File: src/hdl/pw_params.svh
`ifndef PW_PARAMS_SVH
`define PW_PARAMS_SVH

////////////////////////////////////////////////////////////////////////////
// sizes shared by the sniffer trigger block
////////////////////////////////////////////////////////////////////////////

// one usb byte, also the register port data width
`define PW_DATA_W        8

// bytes in the match pattern and in the packet history
`define PW_PATTERN_BYTES 4

// capture buffer entries, power of two
`define PW_FIFO_DEPTH    16

// delay, width and timer counter
`define PW_COUNT_W       8

// host register address
`define PW_ADDR_W        4

`endif

File: src/hdl/pw_reg_pkg.sv
`include "pw_params.svh"

package pw_reg_pkg;

   // host register map
   typedef enum logic [`PW_ADDR_W-1:0] {
      REG_PATTERN = 4'h0,   // shift in newest pattern byte
      REG_MASK    = 4'h1,   // shift in newest mask byte
      REG_DELAY   = 4'h2,
      REG_WIDTH   = 4'h3,
      REG_ARM     = 4'h4,   // bit 0: 1 arms, 0 disarms
      REG_STATUS  = 4'h5,   // read only
      REG_FIFO    = 4'h6    // read pops one captured byte
   } pw_reg_e;

   // status byte layout
   localparam int unsigned STAT_ARMED     = 0;
   localparam int unsigned STAT_TRIGGERED = 1;
   localparam int unsigned STAT_EMPTY     = 2;
   localparam int unsigned STAT_FULL      = 3;

endpackage

File: src/hdl/pw_trig_pkg.sv
package pw_trig_pkg;

   ////////////////////////////////////////////////////////////////////////////
   // trigger sequencing
   ////////////////////////////////////////////////////////////////////////////

   // IDLE -> ARMED on arm, ARMED -> DELAY on match,
   // DELAY -> PULSE and PULSE -> DONE on timer expiry
   typedef enum logic [2:0] {
      TRIG_IDLE  = 3'd0,
      TRIG_ARMED = 3'd1,   // waiting for a pattern match
      TRIG_DELAY = 3'd2,   // counting the programmed delay
      TRIG_PULSE = 3'd3,   // cw trigger output high
      TRIG_DONE  = 3'd4    // one shot spent, wait for re-arm
   } trig_state_e;

endpackage

File: src/hdl/pw_ctrl_if.sv
`timescale 1ns/1ns
`include "pw_params.svh"

// trigger control from the register block
interface pw_ctrl_if;

   logic                   arm;      // one-cycle strobe
   logic                   disarm;   // one-cycle strobe
   logic [`PW_COUNT_W-1:0] delay;
   logic [`PW_COUNT_W-1:0] width;

   modport regs (
      output arm,
      output disarm,
      output delay,
      output width
   );

   modport fsm (
      input arm,
      input disarm,
      input delay,
      input width
   );

   // the timer only needs the phase lengths
   modport timer (
      input delay,
      input width
   );

endinterface

File: src/hdl/pw_regs.sv
`timescale 1ns/1ns
`include "pw_params.svh"

module pw_regs
   import pw_reg_pkg::*, pw_trig_pkg::*;
(
   input  logic                                    fe_clk_i,
   input  logic                                    rst_n_i,
   input  logic                                    reg_wr_i,
   input  logic                                    reg_rd_i,
   input  logic [`PW_ADDR_W-1:0]                   reg_addr_i,
   input  logic [`PW_DATA_W-1:0]                   reg_wdata_i,
   output logic [`PW_DATA_W-1:0]                   reg_rdata_o,
   output logic                                    reg_rvalid_o,
   input  trig_state_e                             state_i,
   input  logic                                    triggered_i,
   output logic [`PW_PATTERN_BYTES*`PW_DATA_W-1:0] pattern_o,
   output logic [`PW_PATTERN_BYTES*`PW_DATA_W-1:0] mask_o,
   output logic                                    fifo_pop_o,
   output logic                                    fifo_clear_o,
   input  logic [`PW_DATA_W-1:0]                   fifo_data_i,
   input  logic                                    fifo_empty_i,
   input  logic                                    fifo_full_i,
   pw_ctrl_if.regs                                 ctrl
);

   localparam int PAT_W = `PW_PATTERN_BYTES * `PW_DATA_W;

   pw_reg_e                addr;
   logic                   wr_arm;
   logic                   armed;
   logic [`PW_DATA_W-1:0]  status;
   logic [PAT_W-1:0]       pattern_q;
   logic [PAT_W-1:0]       mask_q;
   logic [`PW_COUNT_W-1:0] delay_q;
   logic [`PW_COUNT_W-1:0] width_q;

   assign addr   = pw_reg_e'(reg_addr_i);
   assign wr_arm = reg_wr_i && (addr == REG_ARM);

   // trigger control strobes, decoded straight off the write
   assign ctrl.arm      = wr_arm && reg_wdata_i[0];
   assign ctrl.disarm   = wr_arm && !reg_wdata_i[0];
   assign ctrl.delay    = delay_q;
   assign ctrl.width    = width_q;
   assign fifo_clear_o  = ctrl.arm;   // fresh capture on every arm
   assign fifo_pop_o    = reg_rd_i && (addr == REG_FIFO);

   assign pattern_o = pattern_q;
   assign mask_o    = mask_q;

   assign armed = (state_i == TRIG_ARMED) || (state_i == TRIG_DELAY) ||
                  (state_i == TRIG_PULSE);

   always_comb begin
      status                 = '0;
      status[STAT_ARMED]     = armed;
      status[STAT_TRIGGERED] = triggered_i;
      status[STAT_EMPTY]     = fifo_empty_i;
      status[STAT_FULL]      = fifo_full_i;
   end

   ////////////////////////////////////////////////////////////////////////////
   // write side
   ////////////////////////////////////////////////////////////////////////////

   always_ff @(posedge fe_clk_i) begin
      if (!rst_n_i) begin
         pattern_q <= '0;
         mask_q    <= '0;
         delay_q   <= '0;
         width_q   <= `PW_COUNT_W'(1);
      end else if (reg_wr_i) begin
         case (addr)
            // newest byte enters at the bottom
            REG_PATTERN: pattern_q <= {pattern_q[PAT_W-`PW_DATA_W-1:0], reg_wdata_i};
            REG_MASK:    mask_q    <= {mask_q[PAT_W-`PW_DATA_W-1:0], reg_wdata_i};
            REG_DELAY:   delay_q   <= reg_wdata_i;
            REG_WIDTH:   width_q   <= reg_wdata_i;
            default: ;
         endcase
      end
   end

   ////////////////////////////////////////////////////////////////////////////
   // read side, data one cycle after the strobe
   ////////////////////////////////////////////////////////////////////////////

   always_ff @(posedge fe_clk_i) begin
      if (!rst_n_i) begin
         reg_rvalid_o <= 1'b0;
      end else begin
         reg_rvalid_o <= reg_rd_i;
      end
   end

   always_ff @(posedge fe_clk_i) begin
      if (reg_rd_i) begin
         case (addr)
            REG_PATTERN: reg_rdata_o <= pattern_q[`PW_DATA_W-1:0];  // newest byte
            REG_MASK:    reg_rdata_o <= mask_q[`PW_DATA_W-1:0];
            REG_DELAY:   reg_rdata_o <= delay_q;
            REG_WIDTH:   reg_rdata_o <= width_q;
            REG_ARM:     reg_rdata_o <= {{(`PW_DATA_W-1){1'b0}}, armed};
            REG_STATUS:  reg_rdata_o <= status;
            REG_FIFO:    reg_rdata_o <= fifo_data_i;   // head byte, popped this edge
            default:     reg_rdata_o <= '0;
         endcase
      end
   end

endmodule

File: src/hdl/pattern_matcher.sv
`timescale 1ns/1ns
`include "pw_params.svh"

module pattern_matcher (
   input  logic                                    fe_clk_i,
   input  logic                                    rst_n_i,
   input  logic [`PW_DATA_W-1:0]                   fe_data_i,
   input  logic                                    fe_rxvalid_i,
   input  logic                                    fe_rxactive_i,
   input  logic [`PW_PATTERN_BYTES*`PW_DATA_W-1:0] pattern_i,
   input  logic [`PW_PATTERN_BYTES*`PW_DATA_W-1:0] mask_i,
   output logic                                    match_o
);

   localparam int HIST_W = `PW_PATTERN_BYTES * `PW_DATA_W;
   localparam int CNT_W  = $clog2(`PW_PATTERN_BYTES + 1);

   logic [HIST_W-1:0] hist_q;
   logic [HIST_W-1:0] hist_next;
   logic [CNT_W-1:0]  count_q;   // bytes seen this packet, saturating
   logic              accept;
   logic              enough;
   logic              hit;

   assign accept    = fe_rxvalid_i && fe_rxactive_i;
   assign hist_next = {hist_q[HIST_W-`PW_DATA_W-1:0], fe_data_i};

   // the incoming byte completes a full window
   assign enough = count_q >= CNT_W'(`PW_PATTERN_BYTES - 1);

   // only masked bits take part
   assign hit = ((hist_next ^ pattern_i) & mask_i) == '0;

   always_ff @(posedge fe_clk_i) begin
      if (!rst_n_i) begin
         hist_q  <= '0;
         count_q <= '0;
         match_o <= 1'b0;
      end else if (!fe_rxactive_i) begin
         hist_q  <= '0;   // packet boundary
         count_q <= '0;
         match_o <= 1'b0;
      end else begin
         match_o <= accept && enough && hit;
         if (accept) begin
            hist_q <= hist_next;
            if (count_q != CNT_W'(`PW_PATTERN_BYTES)) begin
               count_q <= count_q + 1'b1;
            end
         end
      end
   end

endmodule

File: src/hdl/trigger_fsm.sv
`timescale 1ns/1ns
`include "pw_params.svh"

module trigger_fsm
   import pw_trig_pkg::*;
(
   input  logic        fe_clk_i,
   input  logic        rst_n_i,
   input  logic        match_i,
   input  logic        timer_done_i,
   pw_ctrl_if.fsm      ctrl,
   output logic        timer_start_o,
   output logic        timer_sel_o,   // 1 = width phase
   output logic        capture_en_o,
   output trig_state_e state_o,
   output logic        triggered_o,
   output logic        cw_trig_o
);

   trig_state_e state_q;
   trig_state_e state_d;
   logic        start_q;      // delay phase start, one cycle after the match
   logic        delay_done;
   logic        width_start;
   logic        fire;
   logic        arm_taken;

   // a stale done in the start cycle comes from an abandoned run
   assign delay_done  = (state_q == TRIG_DELAY) && timer_done_i && !start_q;
   // width load overlaps the delay expiry so the pulse has no gap
   assign width_start = delay_done && !ctrl.disarm;

   assign timer_start_o = start_q || width_start;
   assign timer_sel_o   = width_start;

   assign fire      = (state_q == TRIG_ARMED) && (state_d == TRIG_DELAY);
   assign arm_taken = ctrl.arm && (state_q != TRIG_DELAY) && (state_q != TRIG_PULSE);

   always_comb begin
      state_d = state_q;
      case (state_q)
         TRIG_IDLE:  if (ctrl.arm)     state_d = TRIG_ARMED;
         TRIG_ARMED: if (match_i)      state_d = TRIG_DELAY;
         TRIG_DELAY: if (delay_done)   state_d = TRIG_PULSE;
         TRIG_PULSE: if (timer_done_i) state_d = TRIG_DONE;
         TRIG_DONE:  if (ctrl.arm)     state_d = TRIG_ARMED;
         default:                      state_d = TRIG_IDLE;
      endcase
      if (ctrl.disarm) begin
         state_d = TRIG_IDLE;   // from anywhere
      end
   end

   // capture includes the byte right after the pattern
   assign capture_en_o = (state_q == TRIG_DELAY) || (state_q == TRIG_PULSE) ||
                         (state_q == TRIG_DONE) || ((state_q == TRIG_ARMED) && match_i);

   assign state_o = state_q;

   always_ff @(posedge fe_clk_i) begin
      if (!rst_n_i) begin
         state_q     <= TRIG_IDLE;
         start_q     <= 1'b0;
         triggered_o <= 1'b0;
         cw_trig_o   <= 1'b0;
      end else begin
         state_q   <= state_d;
         start_q   <= fire;
         cw_trig_o <= (state_d == TRIG_PULSE);   // tracks the pulse state exactly
         if (fire) begin
            triggered_o <= 1'b1;
         end else if (arm_taken) begin
            triggered_o <= 1'b0;
         end
      end
   end

endmodule

File: src/hdl/trigger_timer.sv
`timescale 1ns/1ns
`include "pw_params.svh"

module trigger_timer (
   input  logic    fe_clk_i,
   input  logic    rst_n_i,
   input  logic    start_i,
   input  logic    sel_i,   // 0 delay, 1 width
   pw_ctrl_if.timer ctrl,
   output logic    done_o
);

   logic [`PW_COUNT_W-1:0] width_floor;
   logic [`PW_COUNT_W-1:0] load_val;
   logic [`PW_COUNT_W-1:0] count_q;
   logic                   busy_q;

   assign width_floor = (ctrl.width == '0) ? `PW_COUNT_W'(1) : ctrl.width;

   // width is started in the last delay cycle, that cycle counts as one
   assign load_val = sel_i ? (width_floor - `PW_COUNT_W'(1)) : ctrl.delay;

   assign done_o = busy_q && (count_q == '0);

   always_ff @(posedge fe_clk_i) begin
      if (!rst_n_i) begin
         count_q <= '0;
         busy_q  <= 1'b0;
      end else if (start_i) begin
         count_q <= load_val;   // restart wins over a running count
         busy_q  <= 1'b1;
      end else if (busy_q) begin
         if (count_q == '0) begin
            busy_q <= 1'b0;
         end else begin
            count_q <= count_q - 1'b1;
         end
      end
   end

endmodule

File: src/hdl/capture_fifo.sv
`timescale 1ns/1ns
`include "pw_params.svh"

module capture_fifo (
   input  logic                  fe_clk_i,
   input  logic                  rst_n_i,
   input  logic                  capture_en_i,
   input  logic [`PW_DATA_W-1:0] fe_data_i,
   input  logic                  fe_rxvalid_i,
   input  logic                  fe_rxactive_i,
   input  logic                  pop_i,
   input  logic                  clear_i,
   output logic [`PW_DATA_W-1:0] pop_data_o,
   output logic                  empty_o,
   output logic                  full_o
);

   localparam int         AW    = $clog2(`PW_FIFO_DEPTH);
   localparam logic [AW:0] DEPTH = `PW_FIFO_DEPTH;

   logic [`PW_DATA_W-1:0] mem [`PW_FIFO_DEPTH];
   logic [AW-1:0]         wr_ptr_q;
   logic [AW-1:0]         rd_ptr_q;
   logic [AW:0]           fill_q;
   logic                  wr_en;
   logic                  rd_en;

   assign empty_o = (fill_q == '0);
   assign full_o  = (fill_q == DEPTH);

   // excess bytes are simply lost once full
   assign wr_en = capture_en_i && fe_rxvalid_i && fe_rxactive_i && !full_o && !clear_i;
   assign rd_en = pop_i && !empty_o && !clear_i;

   assign pop_data_o = empty_o ? '0 : mem[rd_ptr_q];   // oldest byte

   always_ff @(posedge fe_clk_i) begin
      if (wr_en) begin
         mem[wr_ptr_q] <= fe_data_i;
      end
   end

   always_ff @(posedge fe_clk_i) begin
      if (!rst_n_i || clear_i) begin
         wr_ptr_q <= '0;
         rd_ptr_q <= '0;
         fill_q   <= '0;
      end else begin
         if (wr_en) wr_ptr_q <= wr_ptr_q + 1'b1;   // wraps at depth
         if (rd_en) rd_ptr_q <= rd_ptr_q + 1'b1;
         case ({wr_en, rd_en})
            2'b10:   fill_q <= fill_q + 1'b1;
            2'b01:   fill_q <= fill_q - 1'b1;
            default: fill_q <= fill_q;
         endcase
      end
   end

endmodule

File: src/hdl/phywhisperer_top.sv
`timescale 1ns/1ns
`include "pw_params.svh"

module phywhisperer_top
   import pw_trig_pkg::*;
(
   input  logic                  fe_clk_i,
   input  logic                  rst_n_i,
   input  logic                  reg_wr_i,
   input  logic                  reg_rd_i,
   input  logic [`PW_ADDR_W-1:0] reg_addr_i,
   input  logic [`PW_DATA_W-1:0] reg_wdata_i,
   output logic [`PW_DATA_W-1:0] reg_rdata_o,
   output logic                  reg_rvalid_o,
   input  logic [`PW_DATA_W-1:0] fe_data_i,
   input  logic                  fe_rxvalid_i,
   input  logic                  fe_rxactive_i,
   output logic                  cw_trig_o
);

   logic [`PW_PATTERN_BYTES*`PW_DATA_W-1:0] pattern;
   logic [`PW_PATTERN_BYTES*`PW_DATA_W-1:0] mask;
   logic                                    fifo_pop;
   logic                                    fifo_clear;
   logic [`PW_DATA_W-1:0]                   pop_data;
   logic                                    empty;
   logic                                    full;
   logic                                    match;
   logic                                    timer_start;
   logic                                    timer_sel;
   logic                                    timer_done;
   logic                                    capture_en;
   logic                                    triggered;
   trig_state_e                             state;

   pw_ctrl_if ctrl_if ();

   ////////////////////////////////////////////////////////////////////////////
   // host registers
   ////////////////////////////////////////////////////////////////////////////

   pw_regs u_pw_regs (
      .fe_clk_i     (fe_clk_i),
      .rst_n_i      (rst_n_i),
      .reg_wr_i     (reg_wr_i),
      .reg_rd_i     (reg_rd_i),
      .reg_addr_i   (reg_addr_i),
      .reg_wdata_i  (reg_wdata_i),
      .reg_rdata_o  (reg_rdata_o),
      .reg_rvalid_o (reg_rvalid_o),
      .state_i      (state),
      .triggered_i  (triggered),
      .pattern_o    (pattern),
      .mask_o       (mask),
      .fifo_pop_o   (fifo_pop),
      .fifo_clear_o (fifo_clear),
      .fifo_data_i  (pop_data),
      .fifo_empty_i (empty),
      .fifo_full_i  (full),
      .ctrl         (ctrl_if.regs)
   );

   ////////////////////////////////////////////////////////////////////////////
   // match, trigger and capture
   ////////////////////////////////////////////////////////////////////////////

   pattern_matcher u_pattern_matcher (
      .fe_clk_i      (fe_clk_i),
      .rst_n_i       (rst_n_i),
      .fe_data_i     (fe_data_i),
      .fe_rxvalid_i  (fe_rxvalid_i),
      .fe_rxactive_i (fe_rxactive_i),
      .pattern_i     (pattern),
      .mask_i        (mask),
      .match_o       (match)
   );

   trigger_fsm u_trigger_fsm (
      .fe_clk_i      (fe_clk_i),
      .rst_n_i       (rst_n_i),
      .match_i       (match),
      .timer_done_i  (timer_done),
      .ctrl          (ctrl_if.fsm),
      .timer_start_o (timer_start),
      .timer_sel_o   (timer_sel),
      .capture_en_o  (capture_en),
      .state_o       (state),
      .triggered_o   (triggered),
      .cw_trig_o     (cw_trig_o)
   );

   trigger_timer u_trigger_timer (
      .fe_clk_i (fe_clk_i),
      .rst_n_i  (rst_n_i),
      .start_i  (timer_start),
      .sel_i    (timer_sel),
      .ctrl     (ctrl_if.timer),
      .done_o   (timer_done)
   );

   capture_fifo u_capture_fifo (
      .fe_clk_i      (fe_clk_i),
      .rst_n_i       (rst_n_i),
      .capture_en_i  (capture_en),
      .fe_data_i     (fe_data_i),
      .fe_rxvalid_i  (fe_rxvalid_i),
      .fe_rxactive_i (fe_rxactive_i),
      .pop_i         (fifo_pop),
      .clear_i       (fifo_clear),
      .pop_data_o    (pop_data),
      .empty_o       (empty),
      .full_o        (full)
   );

endmodule

File: config.mk
export PLATFORM = sky130hd
export DESIGN_NAME = phywhisperer_top
export DESIGN_NICKNAME = d
export VERILOG_FILES = /design/src/hdl/pw_reg_pkg.sv /design/src/hdl/pw_trig_pkg.sv /design/src/hdl/pw_ctrl_if.sv /design/src/hdl/pw_regs.sv /design/src/hdl/pattern_matcher.sv /design/src/hdl/trigger_fsm.sv /design/src/hdl/trigger_timer.sv /design/src/hdl/capture_fifo.sv /design/src/hdl/phywhisperer_top.sv
export VERILOG_INCLUDE_DIRS = /design/src /design/src/hdl
export SDC_FILE = /design/constraint.sdc
export NUM_CORES = 1
export LEC_CHECK = 0
export ABC_AREA = 0
export BUFFER_PORTS_ARGS = -buffer_cell sky130_fd_sc_hd__buf_2
export CAP_MARGIN = 20
export CORE_MARGIN = 2
export CORE_UTILIZATION = 45
export CTS_CLUSTER_DIAMETER = 100
export DETAILED_ROUTE_END_ITERATION = 10
export MAX_ROUTING_LAYER = met4
export PLACE_DENSITY = 0.59
export SETUP_SLACK_MARGIN = 0.4
export SYNTH_ARGS = -nofsm -noshare
export SYNTH_HDL_FRONTEND = slang
export SYNTH_SLANG_ARGS = --single-unit
File: constraint.sdc
create_clock -name fe_clk_i -period 3 [get_ports fe_clk_i]
set_input_delay 0.3 -clock fe_clk_i [delete_from_list [all_inputs] [get_ports fe_clk_i]]
set_output_delay 0.3 -clock fe_clk_i [all_outputs]
set_load 0.005 [all_outputs]
==> flow_summary.json <==
{
  "fp.dieH_um": 167,
  "period_minus_slack_ns": 2.61,
  "setup_slack_ns": 0.393,
  "rows": 59,
  "worst-slew-pin-transition_ns": 0.699,
  "antenna_violations_before_repair": 1,
  "grt_first_pass_wirelength_um": 43000,
  "synth-edff-count": 136,
  "die_w_um": 167,
  "totalNegativeSetupSlack_ns": 0,
  "netlist_area_um2": 11900,
  "multi_input_comb_area_um2": 4780,
  "drc": 0,
  "worst_setup_path_category": "flop to flop",
  "grt_setup_unrepaired": "yes",
  "timing.critical_path.slowest_cell_delay_ns": 0.50,
  "cp_launch_type": "flop",
  "asyncSetResetFlopFracSynth_pct": 0,
  "fillCellCount": 2278,
  "crit_required_ns": 3.46,
  "cts_made_buffers": 29,
  "final_cell_mix": "163 x sky130_fd_sc_hd__nand2_1, 136 x sky130_fd_sc_hd__dfxtp_1, 136 x sky130_fd_sc_hd__edfxtp_1, 65 x sky130_fd_sc_hd__a21boi_0, 63 x sky130_fd_sc_hd__nor2_1",
  "final_worst_path_period_share_pct": 86.9,
  "seq_area_um2": 6920,
  "run_status": "complete, no violations",
  "grt_use_total_pct": 20.3,
  "timing.fmax_mhz": 384,
  "drt-pass1-iter-count": 5,
  "portBuffers": 35,
  "synthesis.area_per_instance_um2": 12.2,
  "wire_per_inst_um": 19.7,
  "cts_tree": "done",
  "most_common_cell_after_layout_fill_and_taps_aside": "sky130_fd_sc_hd__nand2_1",
  "pwr_density_cell_nw_per_um2": 556,
  "initial_utilization_pct": 45.7,
  "setup_violations_final": 0,
  "place_congestion": 0.846,
  "vdd.ir_drop.worst_uv": 429,
  "yosysSeqAreaShare_pct": 58.0,
  "cts_max_path_buffers": 3,
  "cts.sinks": 277,
  "num-nets-final": 1075,
  "drtAntennaViolNets": 0,
  "synth_seq_cells": 277,
  "reg2reg_depth": 11,
  "fin_worst_skew_ns": 0.0144,
  "drv.max_cap_violation_count": 0,
  "vias": 7527,
  "clk_root_buffer_cell": "sky130_fd_sc_hd__clkbuf_16",
  "count_of_yosys_warnings_during_synthesis": 0,
  "first_iteration_detailed_routing_drc_count": 677,
  "io-pin-count": 36,
  "clk_slew_on_worst_s_h_paths_ns": 0.06,
  "hpwl_um": 18600,
  "max_slew_margin_pct": 53.1,
  "gr-total-overflow": 0,
  "yosys_most_used_dff": "sky130_fd_sc_hd__dfxtp_1",
  "clk_latency_ns": 0.55,
  "post_synth_inst_count": 976,
  "syn2layout_area_growth_pct": 14.5,
  "worstHoldPathCells": 3,
  "post-place-ws_ns": 0.221,
  "dieArea_um2": 27800,
  "worstPathCellList": "or3b_1 > o21ai_2 > and3_4 > inv_4 > ha_4 > ha_4 > nor2b_4 > o21ai_2 > a21oi_1 > or4_4 > a21oi_2",
  "routed_wl_um": 27400,
  "min-delay-path-class": "input pin to flop",
  "worst_ep_arrival_time_ns": 3.07,
  "largest_net_degree_at_the_start_of_global_routing": 66,
  "final_layout_size_suffix_gt1_share_pct": 19.2,
  "synthesis.nets": 1018,
  "slowest_cell_on_the_critical_path": "sky130_fd_sc_hd__or4_4",
  "core_region_area_um2": 26100,
  "number_of_pins_with_negative_max_slew_slack_in_the_final_report": 0,
  "first_global_vias": 7442,
  "avgViaCountPerCell": 5.42,
  "worst_setup_path_end_kind": "flop",
  "crit_path_max_fanout": 4,
  "yosys.cell_types.count": 64,
  "ctsHtreeMaxLevel": 1,
  "power.leakage_nw": 4.78,
  "timing_hold_violations_final": 0
}
-- registers in the layout, summed over array words and instances (netlist names), 5 cells and up, named ones only --
| signal | count |
|---|---|
| u_pattern_matcher.hist_q | 24 |
| u_trigger_timer.count_q | 8 |
| u_pw_regs.ctrl.delay | 8 |
| u_pw_regs.pattern_o | 32 |
| u_capture_fifo.mem | 128 |
| u_pw_regs.reg_rdata_o | 8 |
| u_pw_regs.ctrl.width | 8 |
| u_pw_regs.mask_o | 32 |
| u_capture_fifo.fill_q | 5 |
-- cell families (layout without fill, tap and decap cells) --
kind of cell,Yosys count,in the layout,synth area share [%]
AO/OA/AOI/OAI,155,155,9.81
XOR/XNOR,45,45,3.31
adder cells (fa/ha/maj),16,16,1.74
buffers and inverters,79,156,2.71
flip-flops,277,277,58.0
multiplexers,95,95,12.8
other,0,1,0
AND/OR/NAND/NOR,309,309,11.7
-- path summary, 6_finish.rpt --
check,end,slack [ns],start
worst max-delay path,u_capture_fifo.fill_q[4],0.39,u_trigger_fsm.state_o[0]
worst min-delay path,u_pw_regs.mask_o[4],0.04,reg_wdata_i[4]
worst max register to register,u_capture_fifo.fill_q[4],0.39,u_trigger_fsm.state_o[0]
worst min register to register,u_pw_regs.mask_o[30],0.47,u_pw_regs.mask_o[30]
-- cells in the mapped netlist (3+ instances only) --
cell type                  instances  area [µm²]
sky130_fd_sc_hd__a211o_1           3        26.3
sky130_fd_sc_hd__a211oi_1          3        22.5
sky130_fd_sc_hd__a21boi_0         65         488
sky130_fd_sc_hd__a21o_1            3        22.5
sky130_fd_sc_hd__a21oi_1          16        80.1
sky130_fd_sc_hd__a221oi_1          5        43.8
sky130_fd_sc_hd__a22o_1            6        52.6
sky130_fd_sc_hd__a22oi_1           5        37.5
sky130_fd_sc_hd__a32o_1            4        40.0
sky130_fd_sc_hd__and3_1            3        18.8
sky130_fd_sc_hd__buf_1             5        18.8
sky130_fd_sc_hd__buf_2            12        60.1
sky130_fd_sc_hd__buf_4             3        22.5
sky130_fd_sc_hd__clkbuf_1         36         135
sky130_fd_sc_hd__dfxtp_1         141        2820
sky130_fd_sc_hd__edfxtp_1        136        4080
sky130_fd_sc_hd__ha_1             15         188
sky130_fd_sc_hd__inv_1            22        82.6
sky130_fd_sc_hd__mux2i_1          47         470
sky130_fd_sc_hd__mux4_2           46        1040
sky130_fd_sc_hd__nand2_1         163         612
sky130_fd_sc_hd__nand2b_1          6        37.5
sky130_fd_sc_hd__nand3_1           7        35.0
sky130_fd_sc_hd__nand4_1           6        37.5
sky130_fd_sc_hd__nor2_1           63         236
sky130_fd_sc_hd__nor2b_1          20         125
sky130_fd_sc_hd__nor3_1           14        70.1
sky130_fd_sc_hd__nor4_1            3        18.8
sky130_fd_sc_hd__o211ai_1          4        30.0
sky130_fd_sc_hd__o21a_1            3        22.5
sky130_fd_sc_hd__o21ai_0          11        55.1
sky130_fd_sc_hd__o221a_2           3        33.8
sky130_fd_sc_hd__o22ai_1           8        50.1
sky130_fd_sc_hd__o311ai_0          3        26.3
sky130_fd_sc_hd__or3_1             4        25.0
sky130_fd_sc_hd__xnor2_1           7        61.3
sky130_fd_sc_hd__xor2_1           38         333
-- worst max-delay path: cells and delay by family, from the launching register on --
kind | cells | cell delay (ns)
flip-flops | 1 | 0.33
AND/OR/NAND/NOR | 4 | 1.25
buffers and inverters | 1 | 0.04
adder cells (fa/ha/maj) | 2 | 0.43
AO/OA/AOI/OAI | 4 | 0.49
-- report_power, final --
group | total, mW | internal [mW] | leakage (nW) | switching [mW]
clock network | 3.37 | 1.97 | 0.433 | 1.40
logic | 0.223 | 0.0780 | 1.98 | 0.145
registers | 3.99 | 3.98 | 2.37 | 0.0147
-- area by class of cell --
class,count,area share (%)
repair buffers,82,3.96
clock inverters,5,0.422
diodes,1,0.0183
well taps,335,3.07
multi-input cells,620,35.1
clock buffers,46,6.08
inverters,23,0.670
flip-flops and latches,277,50.7
-- timing repair --
action,CTS,global route
gates resized for setup,5,14
setup endpoints to repair,1,1
hold buffers,0,0
pin swaps,2,5
buffers inserted,0,4
-- per-layer routing --
metal  part of all wire (%)  wire length, µm  GRT usage, %  vias to the layer above
li1                       -                -             -                     3668
met1                     46            12600          27.4                     3670
met2                     48            13100          32.6                      136
met3                    3.8             1040          2.80                       53
met4                    2.4              668          4.99                        0
met5                      0                0             -                        -
-- through the flow --
stage | util (%) | total power [mW] | cell area (µm²) | hold slack, ns | cells
floorplan | - | 4.18 | 12000 | 0.399 | 976
finish | 52.3 | 7.58 | 13600 | 0.0447 | 1389
global placement | 48.5 | 4.30 | 12600 | 0.454 | 1333
detailed placement | 48.5 | 4.30 | 12600 | 0.461 | 1333
global route | 52.3 | 7.84 | 13600 | 0.0426 | 1389
CTS | 52.0 | 7.66 | 13600 | 0.0254 | 1384
(Power assumes the default switching activity.)
